<file path="src/verilog/CorePkg.sv">
package CorePkg;

    // Physical register tag and sequence number widths
    localparam int TAG_W = 6;
    localparam int SQN_W = 6;

    localparam int XLEN = 32;
    localparam int IMM_W = 32;

    typedef enum logic [0:0] {
        FU_INT,
        FU_MUL
    } FuncUnit;

    // OP_MUL only goes with FU_MUL
    typedef enum logic [2:0] {
        OP_ADD,
        OP_SUB,
        OP_AND,
        OP_XOR,
        OP_SLT,
        OP_MUL
    } AluOp;

endpackage
</file>
<file path="src/verilog/Writeback.sv">
`timescale 1ns/1ps

module Writeback
    import CorePkg::*;
(
    input  logic              clk,
    input  logic              rst,

    input  logic              intValid,
    input  logic [TAG_W-1:0]  intTag,
    input  logic [XLEN-1:0]   intResult,
    input  logic [SQN_W-1:0]  intSqN,

    input  logic              mulValid,
    input  logic [TAG_W-1:0]  mulTag,
    input  logic [XLEN-1:0]   mulResult,
    input  logic [SQN_W-1:0]  mulSqN,

    output logic              wbStall,
    output logic              wbValid,
    output logic [TAG_W-1:0]  wbTag,
    output logic [XLEN-1:0]   wbResult,
    output logic [SQN_W-1:0]  wbSqN
);

// MUL wins because its pipe cannot hold
assign wbStall = mulValid && intValid;

always_ff @(posedge clk) begin
    if (rst) begin
        wbValid <= 1'b0;
    end
    else begin
        wbValid <= mulValid || intValid;
    end
end

always_ff @(posedge clk) begin
    if (mulValid) begin
        wbTag <= mulTag;
        wbResult <= mulResult;
        wbSqN <= mulSqN;
    end
    else if (intValid) begin
        wbTag <= intTag;
        wbResult <= intResult;
        wbSqN <= intSqN;
    end
end

// The losing INT result is offered again in the next cycle
intHeldOnStall: assert property (@(posedge clk) disable iff (rst)
    wbStall |=> intValid && intTag == $past(intTag) && intSqN == $past(intSqN))
    else $error("INT result dropped after a writeback stall");

endmodule

</file>
<file path="config.mk">
export PLATFORM = sky130hd
export DESIGN_NAME = Writeback
export DESIGN_NICKNAME = d
export VERILOG_FILES = /design/src/verilog/CorePkg.sv /design/src/verilog/Writeback.sv
export SDC_FILE = /design/constraint.sdc
export NUM_CORES = 1
export LEC_CHECK = 0
export ABC_AREA = 1
export BUFFER_PORTS_ARGS = -buffer_cell sky130_fd_sc_hd__buf_2
export CORE_MARGIN = 5
export CORE_UTILIZATION = 41
export DETAILED_ROUTE_END_ITERATION = 8
export PLACE_DENSITY = 0.91
export SYNTH_ARGS = -nofsm -noshare
export SYNTH_HDL_FRONTEND = slang
export SYNTH_SLANG_ARGS = --single-unit
</file>
<file path="constraint.sdc">
create_clock -name clk -period 2 [get_ports clk]
set_input_delay 0.1 -clock clk [delete_from_list [all_inputs] [get_ports clk]]
set_output_delay 0.1 -clock clk [all_outputs]
set_load 0.005 [all_outputs]
</file>
Word level (Yosys, flattened, before mapping)
Cells that the tools add are included.
{"block": "totals", "register_bits": 45, "word_cells": 13, "out_inout_bits": 46, "inputBits": 92}
{"block": "op_classes", "mux": 6, "n_reduce_logical": 3}
{"cell": "32-bit 2-to-1 mux", "n": 2}
{"cell": "6-bit 2-to-1 mux", "n": 4}
{"cell": "2-bit nonzero test", "n": 1}
{"cell": "1-bit logical AND", "n": 1}
{"cell": "1-bit logical OR", "n": 1}

Longest topological paths before layout
Gate-level depths: netlist of the first run.
{"block": "depth", "word_depth": 2, "depth_mapped": 4, "depth_no_buf": 3}

Worst setup path before layout of the first run
Ideal clock, no wire load.
{"block": "synth_timing", "kind": "in2reg", "from": "input mulValid", "to": "register wbResult[0], enable pin", "path_stages": 3, "setup_slack_ns": 0.402, "t_required_ns": 1.602, "n_path_buf": 1, "t_arrival_ns": 1.200, "setup_ns": 0.398, "cell_sequence": "clkbuf_8 nor2_1 inv_1"}
{"block": "synth_via", "elab_chain_cells": 1}
{"item": "start, declared", "line": "Writeback.sv:14", "rtl": "input logic mulValid,"}
{"item": "2-bit nonzero test (no line)"}
{"item": "end signal, assigned", "line": "Writeback.sv:41", "rtl": "wbResult <= mulResult;"}
{"item": "end signal, assigned", "line": "Writeback.sv:46", "rtl": "wbResult <= intResult;"}
{"item": "end, declared", "line": "Writeback.sv:22", "rtl": "output logic [XLEN-1:0] wbResult,"}
Every way passes these cells.
A chain may end at the register's enable or synchronous reset.

Final worst setup path of the first run
{"block": "layout_timing", "from": "input mulValid", "to": "register wbSqN[5] (data pin)"}
{"block": "layout_via", "elab_chain_cells": 1}
{"item": "6-bit 2-to-1 mux", "line": "Writeback.sv:39", "rtl": "if (mulValid) begin"}
{"item": "end signal, assigned", "line": "Writeback.sv:42", "rtl": "wbSqN <= mulSqN;"}
{"item": "end signal, assigned", "line": "Writeback.sv:47", "rtl": "wbSqN <= intSqN;"}
{"item": "end, declared", "line": "Writeback.sv:23", "rtl": "output logic [SQN_W-1:0] wbSqN"}
Every way passes these cells.

==> flow_summary.ini, run 1 <==
[global_route]
grt_pass1_vias = 1707
grt_pass1_wl_um = 7950
antenna_found_initial = 0
grt.overflow.total = 0
grt_usage = 0.165
grt_start_max_net_pins = 45

[floorplan]
die_w_um = 79.4
rows = 25
core_area_mm2 = 0.00469
boundaryPins = 138
start_util = 0.421
die_h_um = 79.4
die_area_mm2 = 0.00630

[critical_path]
path_max_fanout = 44
critPathArrivalTime_ns = 1.03
startpoint = mulValid
worstSetupPathType = in2reg
cp_data_required_time_ns = 2.05
cp-end-kind = register
cp-start-kind = primary input

[synth]
synth_top_area_cell = edfxtp_1
ys_types = 9
ys_seq_area_frac = 0.680
synth_nets = 284
synth_seq_cells = 45
syn_area_per_cell_um2 = 10.3
synthTopCellsByArea = edfxtp_1, nand2_1, buf_12
synthCells = 192
ys_warn_count = 0
syn_area_mm2 = 0.00197
yosysTopAreaCellShare = 0.670

[clock_network]
htreeDepth = 2
clkTransAtPathRegs_ns = 0.08
cts_tree = yes
cts_sinks = 45
clockRootBuffer = clkbuf_8
clk_path_buf_depth = 2
cts-resized-gates = 0
cts_inserted_buffers = 5

[layout]
finalInstanceArea_mm2 = 0.00278
stdcell_count = 386
fillers = 419
nNetsFinal = 423
drive_above_1_share = 0.452
diodes = 0
syn_to_final_growth_pct = 40.8

[place]
place_congestion = 0.782
port_buffers = 137
pre_cts_ws_ns = 0.675
dp_cells = 377
place_area_mm2 = 0.00264
dp_hpwl_um = 3850

[flow_run]
drv_cap = 0

[timing]
period_share = 0.488
max_freq_mhz = 1020
grt_setup_unrepaired = no
hold_viol = 0
setup_violations = 0
final_max_slew_viol_count = 0
relSlewSlack = 0.547
fin_crit_ns = 0.977
fin_ws_ns = 1.02
fin_setup_tns_ns = 0
tightest_slew_ns = 0.679

[drt]
dr_total_vias = 1735
wl_per_cell_um = 13.0
dr.first_iter.drc_count = 98
vias_per_cell = 4.49
drt.antenna.violating_nets = 0
finalWirelength_um = 5000
first_pass_iters = 4
post-route-drc-count = 0

[pwr]
power_uw = 2300
power.density_mw_per_mm2 = 829
p_leak_uw = 0.00150
vdd_drop_max_uv = 430

[outcome]
status = finished, final reports clean

[min_path]
worstHoldPathType = in2reg
hold_start = intValid
layer usage:
layer	routed length [um]	GRT usage	vias to the layer above
li1	-	-	885
met5	0	0	-
met3	381	0.0463	16
met2	2670	0.304	92
met4	144	0.0704	0
met1	1800	0.175	742
path summary, 6_finish.rpt:
check,to,slack [ns],depth (start not counted)
min,wbValid,0.04,3
max,wbSqN[5],1.02,4
layout make-up:
cell class                 count  area [um2]  area share
inverter                       3        11.3     0.00405
clock buffer                   5        68.8      0.0248
sequential                    45        1340       0.483
multi-input combinational    135         507       0.182
timing repair buffer         141         718       0.258
tap                           54        67.6      0.0243
clock inverter                 3        65.1      0.0234
logic make-up (layout without fill, tap and decap cells):
family | count (synthesis) | count (layout) | synth area share
buffers and inverters | 12 | 152 | 0.0634
and+or+nand+nor | 135 | 135 | 0.257
DFF | 45 | 45 | 0.680
synthesized netlist by cell type:
cell type,n
clkbuf_8,1
dfxtp_1,1
buf_12,4
inv_2,1
nand2_1,133
edfxtp_1,44
inv_1,2
nor2_1,2
buf_2,4
stage by stage:
| step | hold WS [ns] | utilization |
|---|---|---|
| 6_report | 0.0418 | 0.592 |
| 5_1_grt | 0.0518 | 0.592 |
| 4_1_cts | 0.0332 | 0.592 |
| 3_5_place_dp | 0.262 | 0.562 |
| 3_3_place_gp | 0.256 | 0.562 |
| 2_1_floorplan | 0.172 | - |
what timing repair did:
action | CTS | global route
hold buffers | 1 | 0
setup buffers | 0 | 0
endpoints found under the hold margin | 1 | 0
registers in the layout, indices dropped and copies added, names as in the netlist:
register  cells
wbTag         6
wbSqN         6
wbResult     32
wbValid       1
worst max-delay path: stages:
cell and delay (ns):
buf_2 0.32, inv_2 0.37, nand2_1 0.16, nand2_1 0.05
where the power goes:
part           internal (uW)  switching (uW)
combinational            163             161
sequential              1150            22.1
clock                    496             309
placed cells by master, fill, tap and decap left out:
master	synthesis	routed
inv_2	1	2
clkbuf_8	1	5
buf_2	4	137
dlygate4sd3_1	0	1
edfxtp_1	44	44
clkinv_2	0	1
bufinv_16	0	2
buf_4	0	3
inv_1	2	1
nand2_1	133	133
nor2_1	2	2
dfxtp_1	1	1
Note: power is estimated with default switching activity, not from simulation.
==> inputs of run 2 (changes only) <==
CORE_UTILIZATION = 37   (was 41)
PLACE_DENSITY = 0.87   (was 0.91)
clock period = 0.8 ns   (was 2 ns; I/O delays follow)
==> run 2 against run 1 <==
  * The run now ends with negative setup slack left
  * Utilization down 4.5 points
  * Clock power up 60%
  * Via count up 0.35%
  * Largest cell class unchanged
  * Cell count up 4.7%
  * Design area up 1.2%
  * Non-clock buffer count up 2
  * Critical endpoint is now wbTag[1]
  * Clock-buffer cell count up 3
==> flow_summary.ini, run 2 (synthesis gave the netlist of run 1 again) <==
[timing]
final_max_slew_viol_count = 0
hold_viol = 0
max_freq_mhz = 1180
fin_ws_ns = -0.0489
tightest_slew_ns = 0.234
fin_crit_ns = 0.849
period_share = 1.06
grt_setup_unrepaired = yes
relSlewSlack = 0.844
setup_violations = 42
worst_hold_slack_ns = 0.0156

[floorplan]
start_util = 0.384
die_h_um = 83.0
boundaryPins = 138
rows = 26
core_area_mm2 = 0.00514
die_area_mm2 = 0.00689
die_w_um = 83.0

[min_path]
worstHoldPathType = in2reg
hold_start = intSqN[5]
hold_depth = 3
hold_path_end = wbSqN[5]

[drt]
dr.first_iter.drc_count = 86
finalWirelength_um = 4870
post-route-drc-count = 0
dr_total_vias = 1741
wl_per_cell_um = 12.1
vias_per_cell = 4.31
drt.antenna.violating_nets = 0
first_pass_iters = 4

[outcome]
status = finished, violations left
violations = negative setup slack

[layout]
nNetsFinal = 425
fillers = 472
diodes = 0
regArea_mm2 = 0.00134
largest_reg_flops = 32
syn_to_final_growth_pct = 42.5
multi_input_area_um2 = 514
stdcell_count = 404
finalInstanceArea_mm2 = 0.00281
reg.largest.list = wbResult x32, wbSqN x6, wbTag x6
regMostFlops = wbResult
final_common_cell = buf_2
final_cell_mix = buf_2, nand2_1, edfxtp_1
drive_above_1_share = 0.449
utilization = 0.547

[global_route]
grt_start_max_net_pins = 45
grt_pass1_vias = 1884
gr-usage-met1 = 0.132
grt_usage = 0.143
antenna_found_initial = 0
gr-usage-met3 = 0.0564
grt_pass1_wl_um = 8120
grt.overflow.total = 0
busiest_layer = met2
use_met2 = 0.272

[clock_network]
clk_path_buf_depth = 2
htreeDepth = 2
cts_tree = yes
cts_setup_buffers = 0
clockRootBuffer = clkbuf_8
clkTransAtPathRegs_ns = 0.07
cts_sinks = 45
cts_inserted_buffers = 5

[critical_path]
path_max_fanout = 1
critical_path_depth = 1
critPathArrivalTime_ns = 0.81
slowest_delay_ns = 0.38
crit_chain = buf_2
cp_slowest_cell = edfxtp_1
cp-end-kind = output port
cp_num_buf_inv = 1
cp_data_required_time_ns = 0.76
cp-start-kind = register
path_delay_family = flip-flops
worstSetupPathType = reg2out

[pwr]
p_leak_uw = 0.00150
power.density_mw_per_mm2 = 1810
vdd_drop_max_uv = 779
power_uw = 5080

[place]
dp_cells = 395
place_area_mm2 = 0.00272
dp_hpwl_um = 3850
port_buffers = 137
place_congestion = 0.818

[flow_run]
drv_cap = 0
run 2: how the worst max path moves through the flow:
stage / startpoint / endpoint / slack (ns)
finish: wbTag[1] / wbTag[1] / -0.05
global route: wbResult[10] / wbResult[10] / -0.1
CTS: wbTag[1] / wbTag[1] / -0.06
detailed placement: intValid / wbResult[21] / -0.07
global placement: intValid / wbResult[19] / -0.06
floorplan: mulValid / wbResult[0] / -0.51
run 2: what timing repair did:
item	in CTS	in global routing
hold endpoints to repair	1	0
gates resized for setup	0	1
hold buffers	1	0
endpoints found under the setup margin	44	45
gates cloned	0	0
run 2: per-layer routing:
| layer | share of wire | up-vias | routed length (um) |
|---|---|---|---|
| met4 | 0.020 | 0 | 98 |
| met1 | 0.34 | 766 | 1670 |
| li1 | - | 889 | - |
| met3 | 0.093 | 9 | 451 |
| met5 | 0 | - | 0 |
| met2 | 0.54 | 77 | 2650 |
run 2: through the flow:
step           setup TNS, ns  setup WS, ns
2_1_floorplan         -22.61        -0.514
3_3_place_gp           -2.45       -0.0574
3_5_place_dp           -3.30       -0.0749
4_1_cts                -1.45       -0.0637
5_1_grt                -2.74       -0.0998
6_report              -0.763       -0.0489
run 2: power by group:
group | switching [uW] | internal (uW)
Clock | 671 | 620
Combinational | 419 | 437
Sequential | 54.4 | 2880
Total | 1140 | 3940
run 2: cell type report:
class	instances	share of cell area
multi-input cells	135	0.183
well taps	70	0.0311
clock buffers	8	0.0285
repair buffers	143	0.275
flip-flops and latches	45	0.477
inverters	3	0.00534
==> inputs of run 3 (changes only) <==
REMOVE_ABC_BUFFERS = 1   (was unset)
==> run 3 against run 2 <==
  * Via count increased by 1.4%
  * Combinational power increased by 0.5%
  * Critical path type unchanged
  * The run still ends with negative setup slack left
  * Total power increased by 1.9%
  * Critical path depth unchanged
  * Die area unchanged
  * Flip-flop and latch count unchanged
  * Cell count increased by 0.25%
  * Setup slack improved by 0.0031 ns
  * Clock power increased by 7%
  * Sequential share of layout area about the same
==> flow_summary.ini, run 3 (synthesis gave the netlist of run 1 again) <==
[outcome]
status = finished, violations left
violations = negative setup slack

[critical_path]
crit_chain = buf_2
cp_num_buf_inv = 1
worstSetupPathType = reg2out
slowest_delay_ns = 0.38
cp-end-kind = output port
path_max_fanout = 1
critPathArrivalTime_ns = 0.81
path_delay_family = flip-flops
cp_data_required_time_ns = 0.76
cp-start-kind = register
cp_slowest_cell = edfxtp_1

[pwr]
power.switching_fraction = 0.224
p_sw_uw = 1160
seqPwrFrac = 0.567
p_leak_uw = 0.00151
p_int_uw = 4020
power.density_mw_per_mm2 = 1840
power_uw = 5180
vdd_drop_max_uv = 810
clkPwrFrac = 0.267
power_frac_comb = 0.166

[drt]
drt.antenna.violating_nets = 0
wl_per_cell_um = 12.5
dr.first_iter.drc_count = 97
post-route-drc-count = 0
first_pass_iters = 4
dr_total_vias = 1765
vias_per_cell = 4.36
finalWirelength_um = 5060

[clock_network]
cts_tree = yes
cts_sinks = 45
clkTransAtPathRegs_ns = 0.08
cts-resized-gates = 0
cts_inserted_buffers = 5
clockRootBuffer = clkbuf_8
clk_path_buf_depth = 2
htreeDepth = 2

[floorplan]
rows = 26
core_area_mm2 = 0.00514
die_w_um = 83.0
die_area_mm2 = 0.00689
start_util = 0.384
boundaryPins = 138
die_h_um = 83.0

[layout]
syn_to_final_growth_pct = 42.7
nNetsFinal = 426
reg.largest.list = wbResult x32, wbSqN x6, wbTag x6
largest_reg_flops = 32
final_common_cell = buf_2
regMostFlops = wbResult
drive_above_1_share = 0.448
final_cell_mix = buf_2, nand2_1, edfxtp_1
diodes = 0

[place]
dp_hpwl_um = 4060
place_congestion = 0.791
port_buffers = 137

[global_route]
grt_pass1_wl_um = 7980
grt.overflow.total = 0
antenna_found_initial = 0
grt_start_max_net_pins = 45
grt_pass1_vias = 1757
grt_usage = 0.143

[timing]
fin_ws_ns = -0.0458
relSlewSlack = 0.835
period_share = 1.06
worst_hold_slack_ns = 0.0185
grt_setup_unrepaired = yes
final_max_slew_viol_count = 0
max_freq_mhz = 1180
setup_violations = 42
tightest_slew_ns = 0.247
fin_crit_ns = 0.846
hold_viol = 0

[min_path]
hold_path_end = wbResult[10]
hold_depth = 3
worstHoldPathType = in2reg
hold_start = intResult[10]

[flow_run]
drv_cap = 0
==> run 3: cell types whose count changed in the layout (fill, tap and decap cells not counted) <==
cell / change
clkinv_1: +1
clkinvlp_4: -1
nor2_1: +1
clkbuf_8: +1
clkbuf_1: -1
nor2_4: -1
buf_6: -1
buf_4: +2
==> run 3: how the worst max path moves through the flow <==
stage / start / endpoint / depth (start not counted) / slack, ns
2_1_floorplan: mulValid / wbResult[0] / 2 / -0.54
3_3_place_gp: mulValid / wbResult[28] / 4 / -0.11
3_5_place_dp: mulValid / wbResult[4] / 4 / -0.14
4_1_cts: wbSqN[1] / wbSqN[1] / 1 / -0.06
5_1_grt: wbTag[2] / wbTag[2] / 1 / -0.10
6_report: wbResult[16] / wbResult[16] / 1 / -0.05
==> run 3: layout make-up <==
type	instances	area, um2
inverter	3	11.3
fill	447	2320
clock buffer	8	90.1
timing repair buffer	144	778
tap	70	87.6
multi-input combinational	135	507
sequential	45	1340
==> run 3: power groups by stage <==
stage          sequential (uW)  clock [uW]  combinational (uW)
5_1_grt                   2960        1560                 963
3_5_place_dp              2990           0                 873
3_3_place_gp              2980           0                 843
6_report                  2940        1380                 860
4_1_cts                   2940        1460                 879
2_1_floorplan             3040           0                 207
==> run 3: per-layer routing <==
layer	vias up	wire (um)	track usage	part of all wire
li1	892	-	-	-
met1	779	1840	0.146	0.36
met2	80	2710	0.266	0.54
met3	14	359	0.0406	0.071
met4	0	154	0.0698	0.030
met5	-	0	0	0
==> run 3: repair_timing <==
action	4_1_cts	5_1_grt
setup endpoints to repair	44	44
setup buffers	0	0
hold buffers	1	0
hold endpoints to repair	1	0
==> run 3: through the flow <==
step	setup TNS, ns	util	area [um2]	instances	setup slack [ns]
6_report	-0.720	0.548	2820	405	-0.0458
5_1_grt	-2.82	0.548	2820	405	-0.100
4_1_cts	-1.54	0.548	2820	405	-0.0615
3_5_place_dp	-5.96	0.528	2720	396	-0.136
3_3_place_gp	-4.68	0.528	2720	396	-0.108
2_1_floorplan	-23.73	-	1860	183	-0.539
